`src/include/ppu_params.svh`:
```
`ifndef PPU_PARAMS_SVH
`define PPU_PARAMS_SVH

// ===========================================================================
// PPU widths and frame geometry
// ===========================================================================

// CPU and PPU bus byte width
`define PPU_DATA_W 8
// Register index into the mirrored $2000 window
`define PPU_REG_ADDR_W 3
// External PPU bus address width
`define PPU_VADDR_W 14
// Internal temporary and current VRAM address width
`define PPU_TADDR_W 15

// Dots per scanline and scanlines per frame
`define PPU_CYCLES_PER_LINE 341
`define PPU_LINES_PER_FRAME 262

// First vblank line and the pre-render line that ends vblank
`define PPU_VBLANK_LINE 241
`define PPU_PRERENDER_LINE 261

// VRAM address step after a PPUDATA access
// Across a row when PPUCTRL bit 2 is clear, down a column when set
`define PPU_INC_ACROSS 1
`define PPU_INC_DOWN 32

`endif
```
`src/ppu_pkg.sv`:
```
`include "ppu_params.svh"

// ===========================================================================
// Shared PPU types
// ===========================================================================

package ppu_pkg;

	// One byte on either bus
	typedef logic [`PPU_DATA_W-1:0] ppu_data_t;

	// Address as it leaves the chip on the PPU bus
	typedef logic [`PPU_VADDR_W-1:0] ppu_vaddr_t;

	// Loopy style temporary and current address
	// Bit 14 only matters for scroll, the bus sees bits 13:0
	typedef logic [`PPU_TADDR_W-1:0] ppu_taddr_t;

	// CPU register index, mirrored every 8 bytes over $2000-$3FFF
	typedef enum logic [`PPU_REG_ADDR_W-1:0] {
		// Write only
		CTRL    = 3'd0,
		MASK    = 3'd1,
		// Read only
		STATUS  = 3'd2,
		// OAM pair, not kept in this design
		OAMADDR = 3'd3,
		OAMDATA = 3'd4,
		// Write twice, sharing one latch
		SCROLL  = 3'd5,
		ADDR    = 3'd6,
		// Read and write through the PPU bus
		DATA    = 3'd7
	} ppu_reg_e;

endpackage

```
`src/ppu_vram_if.sv`:
```
`timescale 1ns/1ns

// ===========================================================================
// Request path from the register block to the PPU bus port
// ===========================================================================

interface ppu_vram_if;

	import ppu_pkg::*;

	// One-cycle PPUDATA write request
	logic       wr_req;
	// One-cycle PPUDATA read request
	logic       rd_req;
	// Current address before the post-access step
	ppu_vaddr_t addr;
	// Byte the CPU wrote to PPUDATA
	ppu_data_t  wdata;
	// Read buffer, returned on the next PPUDATA read
	ppu_data_t  rbuf;

	// Register side issues requests and sees the buffer
	modport regs (
		output wr_req, rd_req, addr, wdata,
		input  rbuf
	);

	// Bus side turns requests into strobes and owns the buffer
	modport port (
		input  wr_req, rd_req, addr, wdata,
		output rbuf
	);

endinterface

```
`src/ppu_top.sv`:
```
`timescale 1ns/1ns

module ppu_top (
	input  logic               CLK,
	input  logic               RESET,
	// CPU register window
	input  ppu_pkg::ppu_data_t  cpu_wdata,
	input  ppu_pkg::ppu_reg_e   cpu_addr,
	input  logic               cpu_wren,
	input  logic               cpu_rden,
	output ppu_pkg::ppu_data_t  cpu_rdata,
	output logic               nmi_n,
	// External PPU bus
	input  ppu_pkg::ppu_data_t  ppu_rdata,
	output ppu_pkg::ppu_data_t  ppu_wdata,
	output ppu_pkg::ppu_vaddr_t ppu_addr,
	output logic               ppu_write,
	output logic               ppu_read
);

	// Between the register block and frame timing
	logic vblank;
	logic nmi_en;
	logic status_rd;

	// PPUDATA request path
	ppu_vram_if vram_bus ();

	ppu_regs u_regs (
		.CLK       (CLK),
		.RESET     (RESET),
		.cpu_wdata (cpu_wdata),
		.cpu_addr  (cpu_addr),
		.cpu_wren  (cpu_wren),
		.cpu_rden  (cpu_rden),
		.cpu_rdata (cpu_rdata),
		.vblank    (vblank),
		.nmi_en    (nmi_en),
		.status_rd (status_rd),
		.vram      (vram_bus.regs)
	);

	ppu_vram_port u_port (
		.CLK       (CLK),
		.RESET     (RESET),
		.ppu_rdata (ppu_rdata),
		.ppu_wdata (ppu_wdata),
		.ppu_addr  (ppu_addr),
		.ppu_write (ppu_write),
		.ppu_read  (ppu_read),
		.vram      (vram_bus.port)
	);

	ppu_timing u_timing (
		.CLK       (CLK),
		.RESET     (RESET),
		.nmi_en    (nmi_en),
		.status_rd (status_rd),
		.vblank    (vblank),
		.nmi_n     (nmi_n)
	);

endmodule

```
`src/ppu_timing.sv`:
```
`timescale 1ns/1ns
`include "ppu_params.svh"

module ppu_timing (
	input  logic CLK,
	input  logic RESET,
	input  logic nmi_en,
	input  logic status_rd,
	output logic vblank,
	output logic nmi_n
);

	// Counter widths follow the frame geometry
	localparam int CYC_W  = $clog2(`PPU_CYCLES_PER_LINE);
	localparam int LINE_W = $clog2(`PPU_LINES_PER_FRAME);

	// Dot within the line
	logic [CYC_W-1:0]  cycle_cnt;
	// Scanline within the frame
	logic [LINE_W-1:0] line_cnt;
	logic              line_end;
	logic              frame_end;
	logic              vbl_set;
	logic              vbl_clr;

	// =======================================================================
	// Scanline and dot counters
	// =======================================================================

	assign line_end  = (cycle_cnt == CYC_W'(`PPU_CYCLES_PER_LINE - 1));
	assign frame_end = (line_cnt == LINE_W'(`PPU_LINES_PER_FRAME - 1));

	always_ff @(posedge CLK) begin
		if (RESET) begin
			cycle_cnt <= '0;
			line_cnt  <= '0;
		end else if (line_end) begin
			cycle_cnt <= '0;
			// Wrap to line 0 after the pre-render line
			if (frame_end) begin
				line_cnt <= '0;
			end else begin
				line_cnt <= line_cnt + 1'b1;
			end
		end else begin
			cycle_cnt <= cycle_cnt + 1'b1;
		end
	end

	// =======================================================================
	// Vblank flag and NMI
	// =======================================================================

	// Both events sit on dot 1 of their line
	assign vbl_set = (line_cnt == LINE_W'(`PPU_VBLANK_LINE)) && (cycle_cnt == CYC_W'(1));
	assign vbl_clr = (line_cnt == LINE_W'(`PPU_PRERENDER_LINE)) && (cycle_cnt == CYC_W'(1));

	always_ff @(posedge CLK) begin
		if (RESET) begin
			vblank <= 1'b0;
		end else if (vbl_clr || status_rd) begin
			// A status read in the set cycle swallows the flag
			vblank <= 1'b0;
		end else if (vbl_set) begin
			vblank <= 1'b1;
		end
	end

	// Active low, follows the enable right away
	assign nmi_n = ~(nmi_en & vblank);

	a_cnt_range: assert property (@(posedge CLK) disable iff (RESET)
		(cycle_cnt < CYC_W'(`PPU_CYCLES_PER_LINE))
		&& (line_cnt < LINE_W'(`PPU_LINES_PER_FRAME)));

endmodule

```
`src/ppu_vram_port.sv`:
```
`timescale 1ns/1ns

module ppu_vram_port (
	input  logic               CLK,
	input  logic               RESET,
	// External PPU bus
	input  ppu_pkg::ppu_data_t  ppu_rdata,
	output ppu_pkg::ppu_data_t  ppu_wdata,
	output ppu_pkg::ppu_vaddr_t ppu_addr,
	output logic               ppu_write,
	output logic               ppu_read,
	// Requests from the register block
	ppu_vram_if.port           vram
);

	import ppu_pkg::*;

	// Read in flight, memory answers the cycle after ppu_read
	logic      rd_pend;
	ppu_data_t rd_buf;

	assign vram.rbuf = rd_buf;

	// =======================================================================
	// Bus strobes and read buffer
	// =======================================================================

	always_ff @(posedge CLK) begin
		if (RESET) begin
			ppu_write <= 1'b0;
			ppu_read  <= 1'b0;
			rd_pend   <= 1'b0;
			rd_buf    <= '0;
		end else begin
			// Each request becomes exactly one strobe cycle
			ppu_write <= vram.wr_req;
			ppu_read  <= vram.rd_req;
			rd_pend   <= ppu_read;
			if (rd_pend) begin
				rd_buf <= ppu_rdata;
			end
		end
	end

	// Address and data only move with a request
	always_ff @(posedge CLK) begin
		if (vram.wr_req || vram.rd_req) begin
			ppu_addr <= vram.addr;
		end
		if (vram.wr_req) begin
			ppu_wdata <= vram.wdata;
		end
	end

	// Exclusive CPU strobes keep the bus strobes apart
	a_bus_excl: assert property (@(posedge CLK) disable iff (RESET)
		!(ppu_read && ppu_write));

endmodule

```
`src/ppu_regs.sv`:
```
`timescale 1ns/1ns
`include "ppu_params.svh"

module ppu_regs (
	input  logic              CLK,
	input  logic              RESET,
	// CPU side
	input  ppu_pkg::ppu_data_t cpu_wdata,
	input  ppu_pkg::ppu_reg_e  cpu_addr,
	input  logic              cpu_wren,
	input  logic              cpu_rden,
	output ppu_pkg::ppu_data_t cpu_rdata,
	// Frame timing side
	input  logic              vblank,
	output logic              nmi_en,
	output logic              status_rd,
	// PPUDATA requests toward the bus port
	ppu_vram_if.regs          vram
);

	import ppu_pkg::*;

	// Shared write-twice toggle for SCROLL and ADDR
	logic       w_latch;
	// PPUCTRL bit 2, step by 32 when set
	logic       inc_down;
	// Temporary address filled by CTRL, SCROLL and ADDR
	ppu_taddr_t t_addr;
	// Current address used by PPUDATA
	ppu_taddr_t v_addr;
	// Step applied after every PPUDATA access
	ppu_taddr_t v_step;
	logic       data_wr;
	logic       data_rd;

	// =======================================================================
	// PPUDATA requests
	// =======================================================================

	assign data_wr = cpu_wren && (cpu_addr == DATA);
	assign data_rd = cpu_rden && (cpu_addr == DATA);

	// Requests go out in the same cycle as the CPU strobe
	// The port registers them into bus strobes
	assign vram.wr_req = data_wr;
	assign vram.rd_req = data_rd;
	assign vram.addr   = v_addr[`PPU_VADDR_W-1:0];
	assign vram.wdata  = cpu_wdata;

	// Wraps at 15 bits on its own
	assign v_step = inc_down ? ppu_taddr_t'(`PPU_INC_DOWN) : ppu_taddr_t'(`PPU_INC_ACROSS);

	// =======================================================================
	// CPU writes
	// =======================================================================

	always_ff @(posedge CLK) begin
		if (RESET) begin
			w_latch  <= 1'b0;
			nmi_en   <= 1'b0;
			inc_down <= 1'b0;
			t_addr   <= '0;
			v_addr   <= '0;
		end else if (cpu_wren) begin
			case (cpu_addr)
				CTRL: begin
					nmi_en        <= cpu_wdata[7];
					inc_down      <= cpu_wdata[2];
					// Base nametable select
					t_addr[11:10] <= cpu_wdata[1:0];
				end
				SCROLL: begin
					w_latch <= ~w_latch;
					if (!w_latch) begin
						// Coarse X, fine X is not kept
						t_addr[4:0] <= cpu_wdata[7:3];
					end else begin
						// Coarse Y then fine Y
						t_addr[9:5]   <= cpu_wdata[7:3];
						t_addr[14:12] <= cpu_wdata[2:0];
					end
				end
				ADDR: begin
					w_latch <= ~w_latch;
					if (!w_latch) begin
						// High byte first, bit 14 forced low
						t_addr[13:8] <= cpu_wdata[5:0];
						t_addr[14]   <= 1'b0;
					end else begin
						// Low byte, then the whole address goes live
						t_addr[7:0] <= cpu_wdata;
						v_addr      <= {t_addr[14:8], cpu_wdata};
					end
				end
				DATA: begin
					v_addr <= v_addr + v_step;
				end
				// MASK, STATUS and OAM writes are ignored
				default: begin
				end
			endcase
		end else if (cpu_rden) begin
			if (cpu_addr == STATUS) begin
				w_latch <= 1'b0;
			end
			if (cpu_addr == DATA) begin
				v_addr <= v_addr + v_step;
			end
		end
	end

	// =======================================================================
	// CPU reads
	// =======================================================================

	always_ff @(posedge CLK) begin
		if (RESET) begin
			cpu_rdata <= '0;
			status_rd <= 1'b0;
		end else begin
			// Timing block clears vblank one edge later
			status_rd <= cpu_rden && (cpu_addr == STATUS);
			if (cpu_rden) begin
				case (cpu_addr)
					CTRL, MASK: cpu_rdata <= '0;
					// Sprite flags read as 0, low bits keep the open bus value
					STATUS: cpu_rdata <= {vblank, 2'b00, cpu_rdata[4:0]};
					// Buffered read, the fresh byte lands in rbuf later
					DATA: cpu_rdata <= vram.rbuf;
					default: begin
					end
				endcase
			end
		end
	end

	// CPU never reads and writes in one cycle
	a_cpu_excl: assert property (@(posedge CLK) disable iff (RESET)
		!(cpu_wren && cpu_rden));

endmodule

```
`config.mk`:
```
export PLATFORM = sky130hd
export DESIGN_NAME = ppu_top
export DESIGN_NICKNAME = d
export VERILOG_FILES = /design/src/ppu_pkg.sv /design/src/ppu_vram_if.sv /design/src/ppu_top.sv /design/src/ppu_timing.sv /design/src/ppu_vram_port.sv /design/src/ppu_regs.sv
export VERILOG_INCLUDE_DIRS = /design/src /design/src/include
export SDC_FILE = /design/constraint.sdc
export NUM_CORES = 1
export LEC_CHECK = 0
export ABC_AREA = 1
export BUFFER_PORTS_ARGS = -buffer_cell sky130_fd_sc_hd__buf_2
export CORE_AREA = 2 2 122 124
export CTS_CLUSTER_DIAMETER = 120
export CTS_CLUSTER_SIZE = 8
export DETAILED_ROUTE_END_ITERATION = 10
export DIE_AREA = 0 0 124 126
export GPL_ROUTABILITY_DRIVEN = 0
export GPL_TIMING_DRIVEN = 0
export PLACE_DENSITY = 0.54
export REMOVE_ABC_BUFFERS = 1
export SLEW_MARGIN = 20
export SYNTH_ARGS = -nofsm -noshare
export SYNTH_HDL_FRONTEND = slang
export SYNTH_SLANG_ARGS = --single-unit
```
`constraint.sdc`:
```
create_clock -name CLK -period 1.62 [get_ports CLK]
set_clock_uncertainty 0.05 [all_clocks]
set_input_delay 0.243 -clock CLK [delete_from_list [all_inputs] [get_ports CLK]]
set_output_delay 0.243 -clock CLK [all_outputs]
set_load 0.03 [all_outputs]
```
==> metrics.txt <==
register bit count reported by yosys=84; Worst setup EP type=flip-flop; fin util=33.1%; final setup fails=0; Mean Syn Cell Area=7.76 um^2; clock slew at reported path FFs=70 ps; status=completed; CTS sink count=84; ANT nets after route=0; Yosys top cell by area=dfxtp_1; io pins=56; Total GRT Usage=12.6%; Hold Buf Count CTS=0; Post-Synth Simple-Gate Area=27.6%; Gate Count Post-Synth=491; CP bufs+invs=0; detailed placement HPWL=6730 um; Synth Cell Area=0.00381 mm^2; clk_lat worst skew=340 ps; Post-synth EDFFs=22; H-Tree Depth=3; Lkg Pwr=1.85 nW; nets=587; Least-Margin Pin Slew=917 ps; Worst path depth=9; Seq/Total Area, Yosys=49.9%; post-DR wirelength/cell=12.9 um; post-synth top area share=32.6%; DRT iter0 DRCs=272; Comb power frac=7.9%; synth top area cells=dfxtp_1 33%, edfxtp_1 17%, nand2_1 11%; Placed Area=0.00427 mm^2; DR vias=3463; Crit path top cell by count=nand2_1; Synth Area in XOR/XNOR=0.460%; switch share=24.7%; Post-Synth Adder-Cell Area=2.63%; CP arrival=1770 ps; Slew Limit Fails=0; Pint=3.40 mW; Worst Hold Depth=1; mux cell area share after synthesis=0%; CTS tree=yes; Clock Power Share=42.6%; fmax=646 MHz; CP Class=reg -> reg; initial core utilization=26.6%; Worst EP required=1840 ps; peak supply drop=558 uV; DIE AREA=0.0156 mm^2; NetSw=1.12 mW; number of global-route vias before repair=3144; root buffer cell=clkbuf_16; CP Launch Type=flip-flop; delay-heaviest family, CP=simple AND/OR/NAND/NOR gates; grt total ovfl=0; number of antenna diodes=0; Synth Warn #=0; initial antenna violation count=0; main flop type after synthesis=dfxtp_1; RSZ-0062 raised after global routing=yes; Post-Route WL=9590 um; Post-synth top cells=107 x nand2_1, 66 x nor2_1, 62 x dfxtp_1; Slew headroom=38.8%; port bufs=55; post-DR vias/cell=4.65; first-pass GRT wire length=15300 um; post-route minimum period=1550 ps; Die H=126 um; Synth Area in Compound Gates=12.8%; Register-to-Register Path Depth=9; drt drc=0; Design Area, Final=0.00474 mm^2; Flop pwr share=49.5%; critical-path maximum fanout=5; Core ar.=0.0143 mm^2; FP Rows=44; critical path, cell by cell=ha_4 -> nand2_1 -> nor2_1 -> nand2_1 -> nand2_2 -> nand3_1 -> o21ai_0 -> nand2_1 -> a21oi_1; Max stage delay on crit path=370 ps; fillcell total=1523; Inserted Clock Buffers=9; CTS Buffer Depth=2; P per Cell Area=954 mW/mm^2; Hold Path Class=in -> reg; share of layout cells above drive strength 1=20.0%; DR pass1 iterations=4; Area Overhead vs Synth=24.4%; main combinational cell family by area after synthesis=simple AND/OR/NAND/NOR gates; maxcap violations=0; Final Cycle Share=95.5%; Post-synth ARST share=0%; Worst path slowest cell=dfxtp_4; Synth cell types=30; largest net degree at the start of global routing=32; Fin. Hold Viols=0; most frequent cell after synthesis=nand2_1; Die X=124 um; Power, Total=4.52 mW
-- kinds of logic after synthesis --
family / Yosys count
compound gates: 87
xor+xnor: 2
fa+ha+maj: 8
buf+inv: 64
flops: 84
simple gates: 246
-- through the flow --
stage | setup slack (ps) | hold WS, ps | setup TNS [ps] | std cells
2_1_floorplan | 119 | 262 | 0 | 481
3_3_place_gp | -249 | 373 | -9490 | 720
3_5_place_dp | -276 | 378 | -11320 | 720
4_1_cts | -24.3 | 43.0 | -41.2 | 739
5_1_grt | -58.2 | 41.9 | -183 | 745
6_report | 72.6 | 50.9 | 0 | 745
-- placed cells by master (no fill, tap or decap), types with 4 or more instances in the layout --
cell type  synthesis  final
dfxtp_1           62     58
a31oi_1            4      4
a21oi_1           31     31
inv_1             49     46
nand3_1           39     36
nor2_1            66     61
buf_2              3     55
nand2_1          107    105
edfxtp_1          22     22
o21ai_0           43     41
nor3_1            13     12
inv_2              4      5
buf_4              2      9
clkbuf_16          0      9
ha_1               8      5
a32o_1             5      5
nand4_1           10     10
-- metal layers --
| metal | GRT usage (%) | share of wire [%] | vias to the layer above |
|---|---|---|---|
| met3 | 3.58 | 6.0 | 15 |
| li1 | - | - | 1780 |
| met5 | 0 | 0 | - |
| met4 | 4.63 | 1.9 | 0 |
| met2 | 20.2 | 46 | 90 |
| met1 | 16.1 | 46 | 1578 |
-- area by class of cell --
cell class / instances / area, um^2 / share of cell area (%)
well taps: 184 / 230 / 4.86
flip-flops and latches: 84 / 1910 / 40.3
clock buffers: 11 / 243 / 5.12
repair buffers: 64 / 343 / 7.24
clock inverters: 5 / 36.3 / 0.766
multi-input cells: 343 / 1770 / 37.3
inverters: 54 / 208 / 4.38
-- path summary, 6_finish.rpt --
path	from	end	slack (ps)
worst max-delay path	u_regs.inc_down	u_regs.v_addr[9]	70
worst max register to register	u_regs.inc_down	u_regs.v_addr[9]	70
worst min-delay path	cpu_wdata[4]	u_port.ppu_wdata[4]	50
worst min register to register	u_port.ppu_read	u_port.rd_pend	380
-- sequential cells by signal, summed over array words and instances (netlist names), 6 cells and up --
name                count
u_port.ppu_addr        14
u_timing.cycle_cnt      9
u_regs.t_addr           6
u_port.vram.rbuf        8
u_port.ppu_wdata        8
u_timing.line_cnt       9
u_regs.cpu_rdata        8
u_regs.v_addr          14
-- power groups by stage --
stage | clock network (mW) | registers, mW | logic, mW
after floorplan | 0 | 2.31 | 0.175
after global placement | 0 | 2.28 | 0.327
after detailed placement | 0 | 2.28 | 0.333
after CTS | 1.97 | 2.24 | 0.344
after global routing | 2.06 | 2.24 | 0.403
final | 1.92 | 2.24 | 0.357
-- repair_timing --
item | in CTS | in global routing
pin swaps | 3 | 9
resized for setup | 14 | 21
setup endpoints to repair | 22 | 29
buffers inserted | 3 | 6
Power figures use the tool's default switching activity.
